**config.mk**
```make
export PLATFORM = sky130hd
export DESIGN_NAME = lsu_load_extract
export DESIGN_NICKNAME = d
export VERILOG_FILES = /design/src/logic/lsu_pkg.sv /design/src/logic/lsu_load_extract.sv
export SDC_FILE = /design/constraint.sdc
export NUM_CORES = 1
export LEC_CHECK = 0
export BUFFER_PORTS_ARGS = -buffer_cell sky130_fd_sc_hd__buf_2
export CAP_MARGIN = 20
export CORE_MARGIN = 2
export CORE_UTILIZATION = 43
export DETAILED_ROUTE_END_ITERATION = 6
export GPL_TIMING_DRIVEN = 0
export PLACE_DENSITY = 0.95
export RECOVER_POWER = 50
export SLEW_MARGIN = 20
export SYNTH_ARGS = -nofsm -noshare
export SYNTH_HDL_FRONTEND = slang
export SYNTH_SLANG_ARGS = --single-unit
```
**constraint.sdc**
```tcl
create_clock -name vclk -period 4.1
set_clock_uncertainty 0.1 [all_clocks]
set_input_delay 0.82 -clock vclk [all_inputs]
set_output_delay 0.82 -clock vclk [all_outputs]
set_load 0.005 [all_outputs]
```
**src/logic/lsu_pkg.sv**
```systemverilog
//****************************************
// shared types and constants for the load/store unit
// mem_op_e and req_state_e have fixed widths (4 and 2 bits)
// funct3 and opcode values follow the RV32I base encoding
//****************************************
package lsu_pkg;

  localparam int XLEN = 32;  // data and address width
  localparam int BE_W = 4;   // byte lanes per word

  // RV32I major opcodes
  localparam logic [6:0] OPC_LOAD  = 7'b0000011;
  localparam logic [6:0] OPC_STORE = 7'b0100011;

  // funct3 codes, shared by loads and stores
  localparam logic [2:0] F3_B  = 3'b000;
  localparam logic [2:0] F3_H  = 3'b001;
  localparam logic [2:0] F3_W  = 3'b010;
  localparam logic [2:0] F3_BU = 3'b100;
  localparam logic [2:0] F3_HU = 3'b101;

  // decoded memory operation
  typedef enum logic [3:0] {
    OP_NONE = 4'd0,
    OP_LB   = 4'd1,
    OP_LH   = 4'd2,
    OP_LW   = 4'd3,
    OP_LBU  = 4'd4,
    OP_LHU  = 4'd5,
    OP_SB   = 4'd6,
    OP_SH   = 4'd7,
    OP_SW   = 4'd8
  } mem_op_e;

  // request bus states
  typedef enum logic [1:0] {
    ST_IDLE        = 2'd0,  // new op accepted here only
    ST_WAIT_GNT    = 2'd1,  // req held, slave not ready
    ST_WAIT_RVALID = 2'd2   // granted, waiting for response
  } req_state_e;

endpackage

```
**src/logic/lsu_load_extract.sv**
```systemverilog
//****************************************
// byte/halfword select and extension of load data
// purely combinational, valid with resp_valid_i
// halfword uses offset bit 1 only
//****************************************
`timescale 1ns/1ps

module lsu_load_extract (
  input  lsu_pkg::mem_op_e              op_i,
  input  logic [1:0]                    byte_off_i,
  input  logic                          resp_valid_i,
  input  logic [lsu_pkg::XLEN-1:0]      rdata_i,
  output logic [lsu_pkg::XLEN-1:0]      load_data_o,
  output logic                          load_valid_o
);

  logic        is_load;
  logic [31:0] shifted;
  logic [7:0]  sel_byte;
  logic [15:0] sel_half;

  assign is_load = (op_i == lsu_pkg::OP_LB)  ||
                   (op_i == lsu_pkg::OP_LH)  ||
                   (op_i == lsu_pkg::OP_LW)  ||
                   (op_i == lsu_pkg::OP_LBU) ||
                   (op_i == lsu_pkg::OP_LHU);

  assign shifted  = rdata_i >> {byte_off_i, 3'b000};
  assign sel_byte = shifted[7:0];
  assign sel_half = byte_off_i[1] ? rdata_i[31:16] : rdata_i[15:0];

  assign load_valid_o = resp_valid_i && is_load;

  always_comb begin
    load_data_o = '0;
    if (load_valid_o) begin
      case (op_i)
        lsu_pkg::OP_LB:  load_data_o = {{24{sel_byte[7]}}, sel_byte};
        lsu_pkg::OP_LH:  load_data_o = {{16{sel_half[15]}}, sel_half};
        lsu_pkg::OP_LBU: load_data_o = {24'b0, sel_byte};
        lsu_pkg::OP_LHU: load_data_o = {16'b0, sel_half};
        lsu_pkg::OP_LW:  load_data_o = rdata_i;
        default:         load_data_o = '0;
      endcase
    end
  end

endmodule

```
==> results.py <==
metrics = {
    "route": {
        "antenna_left": 0,
        "drtIter0Drc": 56,
        "vias": 1135,
        "post_drt_wl_per_cell_um": 13.9,
        "via_per_inst": 5.54,
        "drc_errors": 0,
        "drtPass1Iterations": 4,
        "routed_wl_mm": 2.86,
    },
    "global_routing": {
        "antenna_found_initial": 0,
        "track_usage_pct": 23.2,
        "grt_overflow_total": 0,
        "grt_pass1_wl_mm": 3.87,
        "grt_max_degree": 11,
        "grt_pass1_vias": 924,
    },
    "cts": {
        "cts_resized": 0,
        "cts_hold_buf": 0,
        "post-cts-setup-buffers": 0,
    },
    "synthesis": {
        "synth_top_area_cell": "mux2_2",
        "yosysWarningCount": 0,
        "synth_area_um2": 812,
        "synthDistinctLibCells": 26,
        "yosysTopAreaCellShare_pct": 20.8,
        "syn_area_per_cell_um2": 7.38,
        "synth_cells": 110,
        "syn-num-nets": 149,
        "synth.area.top_cells": "mux2_2, a21oi_2, a21oi_1, a222oi_1, nand2_1",
        "synth-seq-area-share_pct": 0,
    },
    "cells_and_area": {
        "final_net_count": 221,
        "fillers": 152,
        "final_cells": 205,
        "layout_commonest_cell": "buf_2",
        "design_area_um2": 1170,
        "ff_latch_area_um2": 0,
        "nClkBuffers": 0,
        "diodes": 0,
        "multi_input_area_um2": 733,
        "layout_common_cells": "buf_2, clkbuf_1, a21oi_1, nand2_1, mux2_2",
        "seq_cells": 0,
        "syn_to_final_growth_pct": 44.5,
        "drive_gt1_share_pct": 52.8,
    },
    "critical_path": {
        "critical-path-slowest-cell": "nor3b_1",
        "setup.worst_path.class": "primary input to output port",
        "required_ns": 3.18,
        "cp-end-kind": "output port",
        "slowest_delay_ns": 0.75,
        "worstPathArrival_ns": 2.47,
        "crit_fanout": 7,
        "path_cells": "clkbuf_1 > xnor2_1 > nor3b_1 > a222oi_1 > nor2_1 > buf_2",
        "cp-start-kind": "primary input",
    },
    "sta": {
        "period_needed_ns": 3.39,
        "fin_setup_tns_ns": 0,
        "fmax_mhz": 295,
        "timing_hold_violations_final": 0,
        "setup_viol": 0,
        "timing.final.crit_share_pct": 82.6,
        "worstMarginPinSlew_ns": 0.888,
        "timing.hold.ws_ns": 1.84,
        "rsz0062_at_grt": "false",
        "drv_slew": 0,
        "max_slew_margin_pct": 40.7,
    },
    "floorplanning": {
        "fp.dieW_um": 47.5,
        "initial_utilization_pct": 46.5,
        "coreArea_um2": 1750,
        "die_area_um2": 2250,
        "ioPinCount": 72,
        "row_count": 15,
        "die_h_um": 47.5,
    },
    "placed_design": {
        "dp_hpwl_mm": 2.39,
        "dp.cells": 205,
        "placed_cell_area_um2": 1190,
        "place.gp.congestion": 0.809,
        "numPortBuffers": 70,
    },
    "min_path": {
        "min_path_cells": 4,
        "hp-class": "primary input to output port",
    },
    "power_and_ir_drop": {
        "leakage_uw": 0.000519,
        "power_density_nw_per_um2": 80.3,
        "ir_drop_v": 0.0000439,
    },
    "run": {
        "cap_violations": 0,
    },
    "status": {
        "status": "finished, final reports clean",
    },
}
-- cell families after synthesis --
logic type                synth area share [%]
xor gates and xnor gates                  1.08
and+or+nand+nor                           23.1
buffers and inverters                     9.09
muxes                                     24.8
AOI/OAI and AO/OA                         41.9
-- routing by layer --
metal,part of all wire (%),up-vias,track usage (%)
met2,53,48,45.4
met3,6.7,0,0
li1,-,568,-
met4,0,0,1.67
met5,0,-,0
met1,41,519,29.3
-- Yosys cell counts, drive strengths merged --
cell type,number
nand3b,1
mux2,15
mux4,1
o211ai,1
a222oi,8
xnor2,1
nand2,17
nor3,1
nand4b,1
o21bai,1
nand4bb,1
inv,1
a21oi,27
nor3b,1
a22oi,7
mux2i,1
and3,1
nor2,10
clkbuf,5
or4b,1
buf,6
o21a,1
or2,1
-- area by class of cell --
cell class | instances | area share [%]
repair buffers | 70 | 28.7
multi-input cells | 98 | 62.5
well taps | 25 | 2.67
inverters | 1 | 0.320
plain buffers | 11 | 5.86
-- metrics by stage --
step / util (%) / power (uW) / setup WS (ns)
after global routing: 67.2 / 102 / 0.526
final: 67.2 / 94.2 / 0.714
after floorplan: - / 56.4 / 1.19
after detailed placement: 68.4 / 94.3 / 0.927
after CTS: 68.4 / 94.5 / 0.924
after global placement: 68.4 / 91.0 / 0.959
-- final timing paths --
kind,from,endpoint
max,op_i[0],load_data_o[5]
min,rdata_i[16],load_data_o[16]
-- report_power, final --
| group | internal, uW | switching, uW |
|---|---|---|
| clock network | 0 | 0 |
| logic | 45.7 | 48.6 |
| registers | 0 | 0 |
| total | 45.7 | 48.6 |
-- critical path, delay by kind of cell --
kind                      cells  cell delay [ns]
AOI/OAI and AO/OA             1             0.21
xor gates and xnor gates      1             0.14
buffers and inverters         2             0.41
and+or+nand+nor               2             0.88
(Power assumes the default switching activity.)
