--- config.mk ---
export PLATFORM = sky130hd
export DESIGN_NAME = lsu_op_decode
export DESIGN_NICKNAME = d
export VERILOG_FILES = /design/src/logic/lsu_pkg.sv /design/src/logic/lsu_op_decode.sv
export SDC_FILE = /design/constraint.sdc
export NUM_CORES = 1
export LEC_CHECK = 0
export ABC_AREA = 1
export BUFFER_PORTS_ARGS = -buffer_cell sky130_fd_sc_hd__buf_4
export CAP_MARGIN = 40
export CORE_MARGIN = 4
export CORE_UTILIZATION = 27
export DETAILED_ROUTE_END_ITERATION = 16
export PLACE_DENSITY = 0.84
export SLEW_MARGIN = 0
export SYNTH_ARGS = -nofsm -noshare
export SYNTH_HDL_FRONTEND = slang
export SYNTH_SLANG_ARGS = --single-unit
--- constraint.sdc ---
create_clock -name vclk -period 0.8
set_input_delay 0.04 -clock vclk [all_inputs]
set_output_delay 0.04 -clock vclk [all_outputs]
set_load 0.05 [all_outputs]
--- src/logic/lsu_pkg.sv ---
//****************************************
// shared types and constants for the load/store unit
// mem_op_e and req_state_e have fixed widths (4 and 2 bits)
// funct3 and opcode values follow the RV32I base encoding
//****************************************
package lsu_pkg;

  localparam int XLEN = 32;  // data and address width
  localparam int BE_W = 4;   // byte lanes per word

  // RV32I major opcodes
  localparam logic [6:0] OPC_LOAD  = 7'b0000011;
  localparam logic [6:0] OPC_STORE = 7'b0100011;

  // funct3 codes, shared by loads and stores
  localparam logic [2:0] F3_B  = 3'b000;
  localparam logic [2:0] F3_H  = 3'b001;
  localparam logic [2:0] F3_W  = 3'b010;
  localparam logic [2:0] F3_BU = 3'b100;
  localparam logic [2:0] F3_HU = 3'b101;

  // decoded memory operation
  typedef enum logic [3:0] {
    OP_NONE = 4'd0,
    OP_LB   = 4'd1,
    OP_LH   = 4'd2,
    OP_LW   = 4'd3,
    OP_LBU  = 4'd4,
    OP_LHU  = 4'd5,
    OP_SB   = 4'd6,
    OP_SH   = 4'd7,
    OP_SW   = 4'd8
  } mem_op_e;

  // request bus states
  typedef enum logic [1:0] {
    ST_IDLE        = 2'd0,  // new op accepted here only
    ST_WAIT_GNT    = 2'd1,  // req held, slave not ready
    ST_WAIT_RVALID = 2'd2   // granted, waiting for response
  } req_state_e;

endpackage

--- src/logic/lsu_op_decode.sv ---
//****************************************
// decodes the eight RV32I load/store forms
// only opcode and funct3 are examined
// any other word gives OP_NONE
// address below MEM_BASE wraps around
//****************************************
`timescale 1ns/1ps

module lsu_op_decode #(
  parameter logic [31:0] MEM_BASE = 32'h0001_0000
) (
  input  logic [31:0]       instr_i,
  input  logic [31:0]       addr_i,
  output lsu_pkg::mem_op_e  op_o,
  output logic [31:0]       rel_addr_o
);

  logic [6:0] opcode;
  logic [2:0] funct3;

  assign opcode = instr_i[6:0];
  assign funct3 = instr_i[14:12];

  always_comb begin
    op_o = lsu_pkg::OP_NONE;
    if (opcode == lsu_pkg::OPC_LOAD) begin
      case (funct3)
        lsu_pkg::F3_B:  op_o = lsu_pkg::OP_LB;
        lsu_pkg::F3_H:  op_o = lsu_pkg::OP_LH;
        lsu_pkg::F3_W:  op_o = lsu_pkg::OP_LW;
        lsu_pkg::F3_BU: op_o = lsu_pkg::OP_LBU;
        lsu_pkg::F3_HU: op_o = lsu_pkg::OP_LHU;
        default:        op_o = lsu_pkg::OP_NONE;  // reserved load funct3
      endcase
    end else if (opcode == lsu_pkg::OPC_STORE) begin
      case (funct3)
        lsu_pkg::F3_B: op_o = lsu_pkg::OP_SB;
        lsu_pkg::F3_H: op_o = lsu_pkg::OP_SH;
        lsu_pkg::F3_W: op_o = lsu_pkg::OP_SW;
        default:       op_o = lsu_pkg::OP_NONE;
      endcase
    end
  end

  // byte address as seen by the RAM
  assign rel_addr_o = addr_i - MEM_BASE;

endmodule

==> metrics.md <==
| Metric | Value |
|---|---|
| Most common cell after layout, fill and taps aside | sky130_fd_sc_hd__buf_4 |
| Pin slew with the least headroom to its limit | ~0.26 ns |
| Total DRC errors in the routed layout | 0 |
| Crit path DAT | between 1 and 1.5 ns |
| Io pins | 100 |
| Global-route wire length before repair | ~4.0 mm |
| Fraction of final layout cells with drive strength greater than 1 | 0.776 |
| Peak clock frequency supported by timing | between 0.9 and 1 GHz |
| Layout clock buffers | 0 |
| Startpoint class of the critical path | input pin |
| Syn Inst Count | about 120 |
| Vias/cell | between 4 and 5 |
| Total number of vias | between 800 and 900 |
| Slew Viols, Final | 0 |
| # setup viols final | 18 |
| Number of warnings reported in the yosys synthesis log | 0 |
| 1st-iter DRT viols | 14 |
| Post-route clock period utilization | 1.35 |
| Kind of critical path | input pin to primary output |
| First-pass DRT Iterations | 4 |
| Register area share after synthesis | 0 |
| Post-CTS Setup Bufs | 0 |
| Chip Height | around 57 µm |
| Setup slack at placement | -0.384 ns |
| Residual overflow from global routing | 0 |
| Signed area change from the synthesized netlist to the final layout | 139% |
| Post-route setup slack | -0.284 ns |
| Die area | about 3200 µm² |
| Starting density of the core | 0.287 |
| Number of violations of the max-capacitance limit | 0 |
| Max rail drop VDD | about 0.00036 V |
| Power per cell area | about 540 nW/µm² |
| Endpoint required time on the critical path | 0.76 ns |
| Routability-driven placement congestion ratio | roughly 0.80 |
| Number of nets with antenna violations after detailed routing | 0 |
| Netlist Area Pre-Place | between 600 and 700 µm² |
| Count of input and output buffers | 46 |
| Largest net degree at the start of global routing | 8 |
| Via count of the first global-routing pass | 926 |
| Number of diodes added for antenna fixing | 0 |
| Standby leakage power | around 0.68 nW |
| Detailed-route wire length per cell | around 13 µm |
| Initial antenna violation count | 0 |
| Fin area | around 1500 µm² |
| Num sequential | 0 |
| Nets in the synthesized netlist | 188 |
| Placeable core area | roughly 2200 µm² |
| Final hold slack | 0.0800 ns |
| Synthesized area per cell | approximately 5.2 µm² |
| Violated checks | negative setup slack |
| HPWL after detailed placement | about 2.0 mm |
| Number of nets in the layout | between 200 and 250 |
| Final number of hold-violating endpoints | 0 |
| Classification of the worst-slack hold path | input pin to primary output |
| Setup repair after global routing missed its margin | true |
| Headroom to the max-slew limit | 0.825 |
| Global routing usage summed across all routing layers | 0.151 |
| Crit. End Element | primary output |
| Overall power after layout | just over 800 µW |
| Aggregate routed wire length | 2.50 mm |
| Die width | 56.8 µm |
| Standard cell area after detailed placement | 1250 µm² |
| CTS Hold Bufs | 0 |
| Num rows | 17 |
| FF+latch area | 0 µm² |
| Top library cells by usage in the layout, fill and taps aside | sky130_fd_sc_hd__buf_4 (38), sky130_fd_sc_hd__nand2_2 (17), sky130_fd_sc_hd__buf_6 (16) |
| Count of different cell masters after synthesis | 18 |
| Final min period | 1.08 ns |
| Max Fanout on Critical Path | 5 |
| Run status | complete, but fails checks |
stage by stage:
step,instances,utilization,TNS [ns]
final,198,0.686,-2.88
after global routing,198,0.686,-3.85
after CTS,198,0.635,-3.35
after detailed placement,198,0.562,-4.57
after global placement,198,0.562,-3.97
after floorplan,123,-,-3.44
cells in the mapped netlist (all sizes together):
cell type  count  area (µm²)
inv           17        63.8
and2           1        6.26
nor3           2        10.0
buf           16         120
nand3b         2        15.0
nor2          27         138
ha             1        12.5
xor2           6        52.6
o21ai          2        10.0
and3           1        6.26
nand2         38         153
nand3         10        55.1
path summary, 6_finish.rpt:
check                   from              to  cells past startpoint
setup / recovery  addr_i[16]  rel_addr_o[26]                      9
hold / removal     addr_i[3]   rel_addr_o[3]                      0
layout make-up:
type	count	area, µm²
repair buffers	63	601
multi-input cells	90	825
fillers	174	702
inverters	17	71.3
well taps	28	35.0
cell families (layout without fill, tap and decap cells):
| family | after synthesis | count (layout) | share of synthesized area |
|---|---|---|---|
| adders and majority gates | 1 | 1 | 0.0195 |
| xor gates and xnor gates | 6 | 6 | 0.0819 |
| and+or+nand+nor | 81 | 81 | 0.596 |
| AOI/OAI and AO/OA | 2 | 2 | 0.0156 |
| buffers and inverters | 33 | 80 | 0.287 |
critical path, cell delays in order:
cell	delay, ns
sky130_fd_sc_hd__buf_6	0.09
sky130_fd_sc_hd__clkinvlp_4	0.07
sky130_fd_sc_hd__ha_4	0.14
sky130_fd_sc_hd__nand3_4	0.11
sky130_fd_sc_hd__nor2_4	0.23
sky130_fd_sc_hd__nand2_2	0.08
sky130_fd_sc_hd__nand2_2	0.09
sky130_fd_sc_hd__nand2_4	0.06
sky130_fd_sc_hd__buf_8	0.14
metal layers:
| metal | up-vias | GRT usage | part of all wire | wire, µm |
|---|---|---|---|---|
| li1 | 448 | - | - | - |
| met1 | 412 | 0.157 | 0.35 | 871 |
| met2 | 19 | 0.312 | 0.59 | 1480 |
| met3 | 10 | 0.0138 | 0.047 | 117 |
| met4 | 0 | 0.0364 | 0.014 | 36 |
| met5 | - | 0 | 0 | 0 |
where the power goes:
part / internal (mW) / switching (mW) / total (mW) / leakage (nW)
Sequential: 0 / 0 / 0 / 0
Combinational: 0.361 / 0.462 / 0.824 / 0.682
Clock: 0 / 0 / 0 / 0
what timing repair did:
item	4_1_cts	5_1_grt
gates resized for setup	47	30
setup endpoints to repair	18	18
pin swaps	20	18
Note: power is estimated with default switching activity, not from simulation.
