**src/logic/lsu_pkg.sv**
```systemverilog
//****************************************
// shared types and constants for the load/store unit
// mem_op_e and req_state_e have fixed widths (4 and 2 bits)
// funct3 and opcode values follow the RV32I base encoding
//****************************************
package lsu_pkg;

  localparam int XLEN = 32;  // data and address width
  localparam int BE_W = 4;   // byte lanes per word

  // RV32I major opcodes
  localparam logic [6:0] OPC_LOAD  = 7'b0000011;
  localparam logic [6:0] OPC_STORE = 7'b0100011;

  // funct3 codes, shared by loads and stores
  localparam logic [2:0] F3_B  = 3'b000;
  localparam logic [2:0] F3_H  = 3'b001;
  localparam logic [2:0] F3_W  = 3'b010;
  localparam logic [2:0] F3_BU = 3'b100;
  localparam logic [2:0] F3_HU = 3'b101;

  // decoded memory operation
  typedef enum logic [3:0] {
    OP_NONE = 4'd0,
    OP_LB   = 4'd1,
    OP_LH   = 4'd2,
    OP_LW   = 4'd3,
    OP_LBU  = 4'd4,
    OP_LHU  = 4'd5,
    OP_SB   = 4'd6,
    OP_SH   = 4'd7,
    OP_SW   = 4'd8
  } mem_op_e;

  // request bus states
  typedef enum logic [1:0] {
    ST_IDLE        = 2'd0,  // new op accepted here only
    ST_WAIT_GNT    = 2'd1,  // req held, slave not ready
    ST_WAIT_RVALID = 2'd2   // granted, waiting for response
  } req_state_e;

endpackage

```
**src/logic/mem_bus_if.sv**
```systemverilog
//****************************************
// request/grant/response data bus
// master holds req and fields until gnt
// one rvalid pulse follows every transfer
//****************************************
`timescale 1ns/1ps

interface mem_bus_if;

  logic                      req;
  logic [lsu_pkg::XLEN-1:0]  addr;   // word aligned byte address
  logic                      we;
  logic [lsu_pkg::BE_W-1:0]  be;
  logic [lsu_pkg::XLEN-1:0]  wdata;
  logic                      gnt;
  logic [lsu_pkg::XLEN-1:0]  rdata;  // valid with rvalid on loads
  logic                      rvalid;

  modport master (
    output req, addr, we, be, wdata,
    input  gnt, rdata, rvalid
  );

  modport slave (
    input  req, addr, we, be, wdata,
    output gnt, rdata, rvalid
  );

endinterface

```
**src/logic/lsu_req_fsm.sv**
```systemverilog
//****************************************
// single outstanding request on the data bus
// issuer must hold op, address and data while stall_o is high
// no misalignment checks; SH ignores address bit 0
// an op still present after rvalid is issued again
//****************************************
`timescale 1ns/1ps

module lsu_req_fsm (
  input  logic                          clk,
  input  logic                          reset,
  input  lsu_pkg::mem_op_e              op_i,
  input  logic [lsu_pkg::XLEN-1:0]      rel_addr_i,
  input  logic [lsu_pkg::XLEN-1:0]      wdata_i,
  mem_bus_if.master                     bus,
  output logic                          resp_valid_o,
  output logic                          stall_o
);

  lsu_pkg::req_state_e          state_q;
  lsu_pkg::req_state_e          state_d;
  logic                         req;
  logic                         is_store;
  logic [lsu_pkg::BE_W-1:0]     store_be;
  logic [lsu_pkg::XLEN-1:0]     store_data;

  assign is_store = (op_i == lsu_pkg::OP_SB) ||
                    (op_i == lsu_pkg::OP_SH) ||
                    (op_i == lsu_pkg::OP_SW);

  // lane placement from the low address bits
  always_comb begin
    store_be   = '0;
    store_data = '0;
    case (op_i)
      lsu_pkg::OP_SB: begin
        store_be   = 4'b0001 << rel_addr_i[1:0];
        store_data = {24'b0, wdata_i[7:0]} << {rel_addr_i[1:0], 3'b000};
      end
      lsu_pkg::OP_SH: begin
        if (rel_addr_i[1]) begin
          store_be   = 4'b1100;
          store_data = {wdata_i[15:0], 16'b0};
        end else begin
          store_be   = 4'b0011;
          store_data = {16'b0, wdata_i[15:0]};
        end
      end
      lsu_pkg::OP_SW: begin
        store_be   = 4'b1111;
        store_data = wdata_i;
      end
      default: ;  // loads and idle drive no lanes
    endcase
  end

  // next state, req and stall
  always_comb begin
    state_d = state_q;
    req     = 1'b0;
    stall_o = 1'b0;
    case (state_q)
      lsu_pkg::ST_IDLE: begin
        if (op_i != lsu_pkg::OP_NONE) begin
          req     = 1'b1;
          stall_o = 1'b1;  // rises in the first cycle of the op
          state_d = bus.gnt ? lsu_pkg::ST_WAIT_RVALID : lsu_pkg::ST_WAIT_GNT;
        end
      end
      lsu_pkg::ST_WAIT_GNT: begin
        req     = 1'b1;
        stall_o = 1'b1;
        if (bus.gnt) begin
          state_d = lsu_pkg::ST_WAIT_RVALID;
        end
      end
      lsu_pkg::ST_WAIT_RVALID: begin
        stall_o = !bus.rvalid;  // released in the response cycle
        if (bus.rvalid) begin
          state_d = lsu_pkg::ST_IDLE;
        end
      end
      default: state_d = lsu_pkg::ST_IDLE;
    endcase
  end

  always_ff @(posedge clk) begin
    if (reset) begin
      state_q <= lsu_pkg::ST_IDLE;
    end else begin
      state_q <= state_d;
    end
  end

  assign bus.req   = req;
  assign bus.addr  = {rel_addr_i[lsu_pkg::XLEN-1:2], 2'b00};
  assign bus.we    = req && is_store;
  assign bus.be    = req ? (is_store ? store_be : '1) : '0;  // loads read whole word
  assign bus.wdata = store_data;

  assign resp_valid_o = (state_q == lsu_pkg::ST_WAIT_RVALID) && bus.rvalid;

endmodule

```
**src/flat_wrapper.sv**
```systemverilog
// flat-port wrapper written by rule: the top's interface ports become plain ports
module lsu_req_fsm_flat 
  (clk, reset, op_i, rel_addr_i, wdata_i, resp_valid_o, stall_o, bus_req, bus_addr, bus_we, bus_be, bus_wdata, bus_gnt, bus_rdata, bus_rvalid);
  mem_bus_if bus_i ();
  input  logic clk;
  input  logic reset;
  input  lsu_pkg::mem_op_e op_i;
  input  logic [lsu_pkg::XLEN-1:0] rel_addr_i;
  input  logic [lsu_pkg::XLEN-1:0] wdata_i;
  output logic resp_valid_o;
  output logic stall_o;
  output wire logic [$bits(bus_i.req)-1:0] bus_req;
  output wire logic [$bits(bus_i.addr)-1:0] bus_addr;
  output wire logic [$bits(bus_i.we)-1:0] bus_we;
  output wire logic [$bits(bus_i.be)-1:0] bus_be;
  output wire logic [$bits(bus_i.wdata)-1:0] bus_wdata;
  input wire logic [$bits(bus_i.gnt)-1:0] bus_gnt;
  input wire logic [$bits(bus_i.rdata)-1:0] bus_rdata;
  input wire logic [$bits(bus_i.rvalid)-1:0] bus_rvalid;
  assign bus_req = bus_i.req;
  assign bus_addr = bus_i.addr;
  assign bus_we = bus_i.we;
  assign bus_be = bus_i.be;
  assign bus_wdata = bus_i.wdata;
  assign bus_i.gnt = bus_gnt;
  assign bus_i.rdata = bus_rdata;
  assign bus_i.rvalid = bus_rvalid;
  lsu_req_fsm u_core (.clk(clk), .reset(reset), .op_i(op_i), .rel_addr_i(rel_addr_i), .wdata_i(wdata_i), .bus(bus_i), .resp_valid_o(resp_valid_o), .stall_o(stall_o));
endmodule
```
**config.mk**
```make
export PLATFORM = sky130hd
export DESIGN_NAME = lsu_req_fsm_flat
export DESIGN_NICKNAME = d
export VERILOG_FILES = /design/src/logic/lsu_pkg.sv /design/src/logic/mem_bus_if.sv /design/src/logic/lsu_req_fsm.sv /design/src/flat_wrapper.sv
export SDC_FILE = /design/constraint.sdc
export NUM_CORES = 1
export LEC_CHECK = 0
export CAP_MARGIN = 20
export CORE_AREA = 3 3 67 69
export CTS_BUF_LIST = sky130_fd_sc_hd__clkbuf_8
export CTS_CLUSTER_DIAMETER = 120
export DETAILED_ROUTE_END_ITERATION = 16
export DIE_AREA = 0 0 70 72
export DONT_BUFFER_PORTS = 1
export HOLD_SLACK_MARGIN = 0.03
export PLACE_DENSITY_LB_ADDON = 0.12
export REMOVE_ABC_BUFFERS = 1
export SLEW_MARGIN = 20
export SYNTH_ARGS = -nofsm -noshare
export SYNTH_HDL_FRONTEND = slang
export SYNTH_SLANG_ARGS = --single-unit
```
**constraint.sdc**
```tcl
create_clock -name clk -period 4.3 [get_ports clk]
set_input_delay 1.29 -clock clk [delete_from_list [all_inputs] [get_ports clk]]
set_output_delay 1.29 -clock clk [all_outputs]
set_load 0.05 [all_outputs]
```
==> impl_metrics.ini <==
[run]
drv_cap = 0

[sta]
rsz0062_at_grt = false
slew_headroom = 0.402
finalSetupViolCount = 0
timing.final.hold_violations = 0
finalCritPeriodShare = 0.875
finalSetupTns_ns = 0
slew_viol_final = 0
fin_crit_ns = 3.76
worstMarginPinSlew_ns = 0.894
max_freq_mhz = 266
clock_skew_ns = 0.00150

[finish]
drive_gt1_frac = 0.424
syn_to_final_growth_pct = 42.4
insertedDiodeCount = 0
reg.largest.list = u_core.state_q: 2 flops
instances_no_fill = 168
top_register = u_core.state_q
largest_reg_flops = 2
num-nets-final = 224

[status]
status = complete, no violations

[floorplanning]
dieWidth_um = 70
die_area_mm2 = 0.00504
rows = 23
pin_count = 176
start_util = 0.211
dieHeight_um = 72
core_mm2 = 0.00397

[drt]
drc_errors = 0
first_iter_violations = 62
via_count = 940
detail-route-antenna-nets = 0
post_drt_wl_per_cell_um = 35.1
wl_um = 5900
drtPass1Iterations = 4
routed_via_density = 5.60

[setup_path]
cp_data_arrival_time_ns = 2.47
crit_fanout = 8
critPathKind = in2out
cp-end-kind = primary output
r2r_setup_slack_ns = 3.32
cp.required_ns = 3.01
start_kind = input port

[placement]
gp_congestion = 0.853
numPortBuffers = 0
place_hpwl_um = 5260
dp.cells = 165

[yosys]
netlist_top_cells_count = 33 x buf_4, 16 x a22o_1, 9 x and3_1
synth_edf_count = 0
syn_inst = 109
synth.most_common_cell = buf_4
ys_seq_elements = 2
syn_area_um2 = 838
synth_area_leader_cell = buf_4
yosys_warnings = 0
postSynth.asyncResetShare = 0
synth_ff_type = dfxtp_1
synth_cell_types = 25
syn_avg_cell_area_um2 = 7.69
yosysTopAreaCellShare = 0.296
ys_top_cells_by_area = buf_4 30%, a22o_1 17%, a221o_1 9.6%, and3_1 6.7%, and2_1 6.0%
synth-seq-area-share = 0.0478

[cts]
cts_sinks = 2
cts_tree = yes
post_cts_buffers = 0
clk_pin_slew_ns = 0.03
cts_max_path_buffers = 2
htreeDepth = 1
postCtsHoldBufs = 0
cts-resized-gates = 0
clock_latency_ns = 0.21
cts_made_buffers = 3
cts-root-buf = clkbuf_8

[worst_hold_path]
hold_class = reg2reg

[global_route]
met1_usage = 0.162
grtUsageMet2 = 0.313
grt_overflow = 0
antenna_found_initial = 0
grt-busiest-layer = met3
grt_usage = 0.221
grt_pass1_wl_um = 7720
grt_max_degree = 12
grt_pass1_vias = 908
use_met3 = 0.339

[pwr]
p_leak_nw = 0.533
peakVddDrop_v = 0.000138
p_per_area_mw_per_mm2 = 186
[per-layer routing]
metal | routed length [µm] | share of wire
met4 | 60 | 0.010
met1 | 1380 | 0.23
met2 | 2460 | 0.42
met3 | 1970 | 0.33
met5 | 38 | 0.0064
[worst max-delay path, cell delays in order]
cell and delay, ns:
or3_1 0.42, o31ai_4 0.36, nand2_1 0.40
[area by class of cell]
| type | instances | area, µm² |
|---|---|---|
| Inverter | 3 | 11.3 |
| Clock buffer | 3 | 41.3 |
| Sequential cell | 2 | 40.0 |
| Tap cell | 50 | 62.6 |
| Timing Repair Buffer | 40 | 500 |
| Multi-Input combinational cell | 70 | 538 |
| Fill cell | 433 | 2780 |
[layout by cell type, fill, tap and decap left out, types with 2 or more instances in the layout]
cell type	count
nor3_2	2
and2_1	8
a31o_2	2
nor2_1	4
conb_1	2
a22o_1	16
inv_1	3
a21oi_1	5
or3_1	2
clkbuf_8	3
dfxtp_1	2
a221o_1	8
and3_1	9
buf_4	24
o21ai_0	2
buf_12	16
[worst paths after layout]
kind	startpoint	endpoint	cells after the start
worst max-delay path	op_i[0]	stall_o	3
worst max register to register	u_core.state_q[1]	u_core.state_q[1]	3
worst min register to register	u_core.state_q[1]	u_core.state_q[1]	3
worst min-delay path	u_core.state_q[1]	u_core.state_q[1]	3
[per-stage QoR]
step                      area, µm²   util  total power [mW]  hold WS (ns)  worst slack, ns
after floorplan                 584      -             0.108         0.541            0.337
after global placement         1150  0.290             0.149         0.589            0.559
after detailed placement       1150  0.290             0.149         0.591            0.536
after CTS                      1190  0.301             0.226         0.608            0.532
after global routing           1190  0.301             0.234         0.656            0.483
final                          1190  0.301             0.222         0.603            0.536
[cells by family after synthesis]
kind of cell | after synthesis | synth area share
buf+inv | 38 | 0.321
compound gates | 35 | 0.361
simple gates | 33 | 0.266
flops | 2 | 0.0478
other cells | 1 | 0.00447
[where the power goes]
group	leakage (nW)	total [mW]	internal [mW]	switching, mW
sequential	0.0166	0.0211	0.0200	0.00106
clock	0.0216	0.0741	0.0592	0.0149
combinational	0.495	0.127	0.0410	0.0862
total	0.533	0.222	0.120	0.102
(Power assumes the default switching activity.)
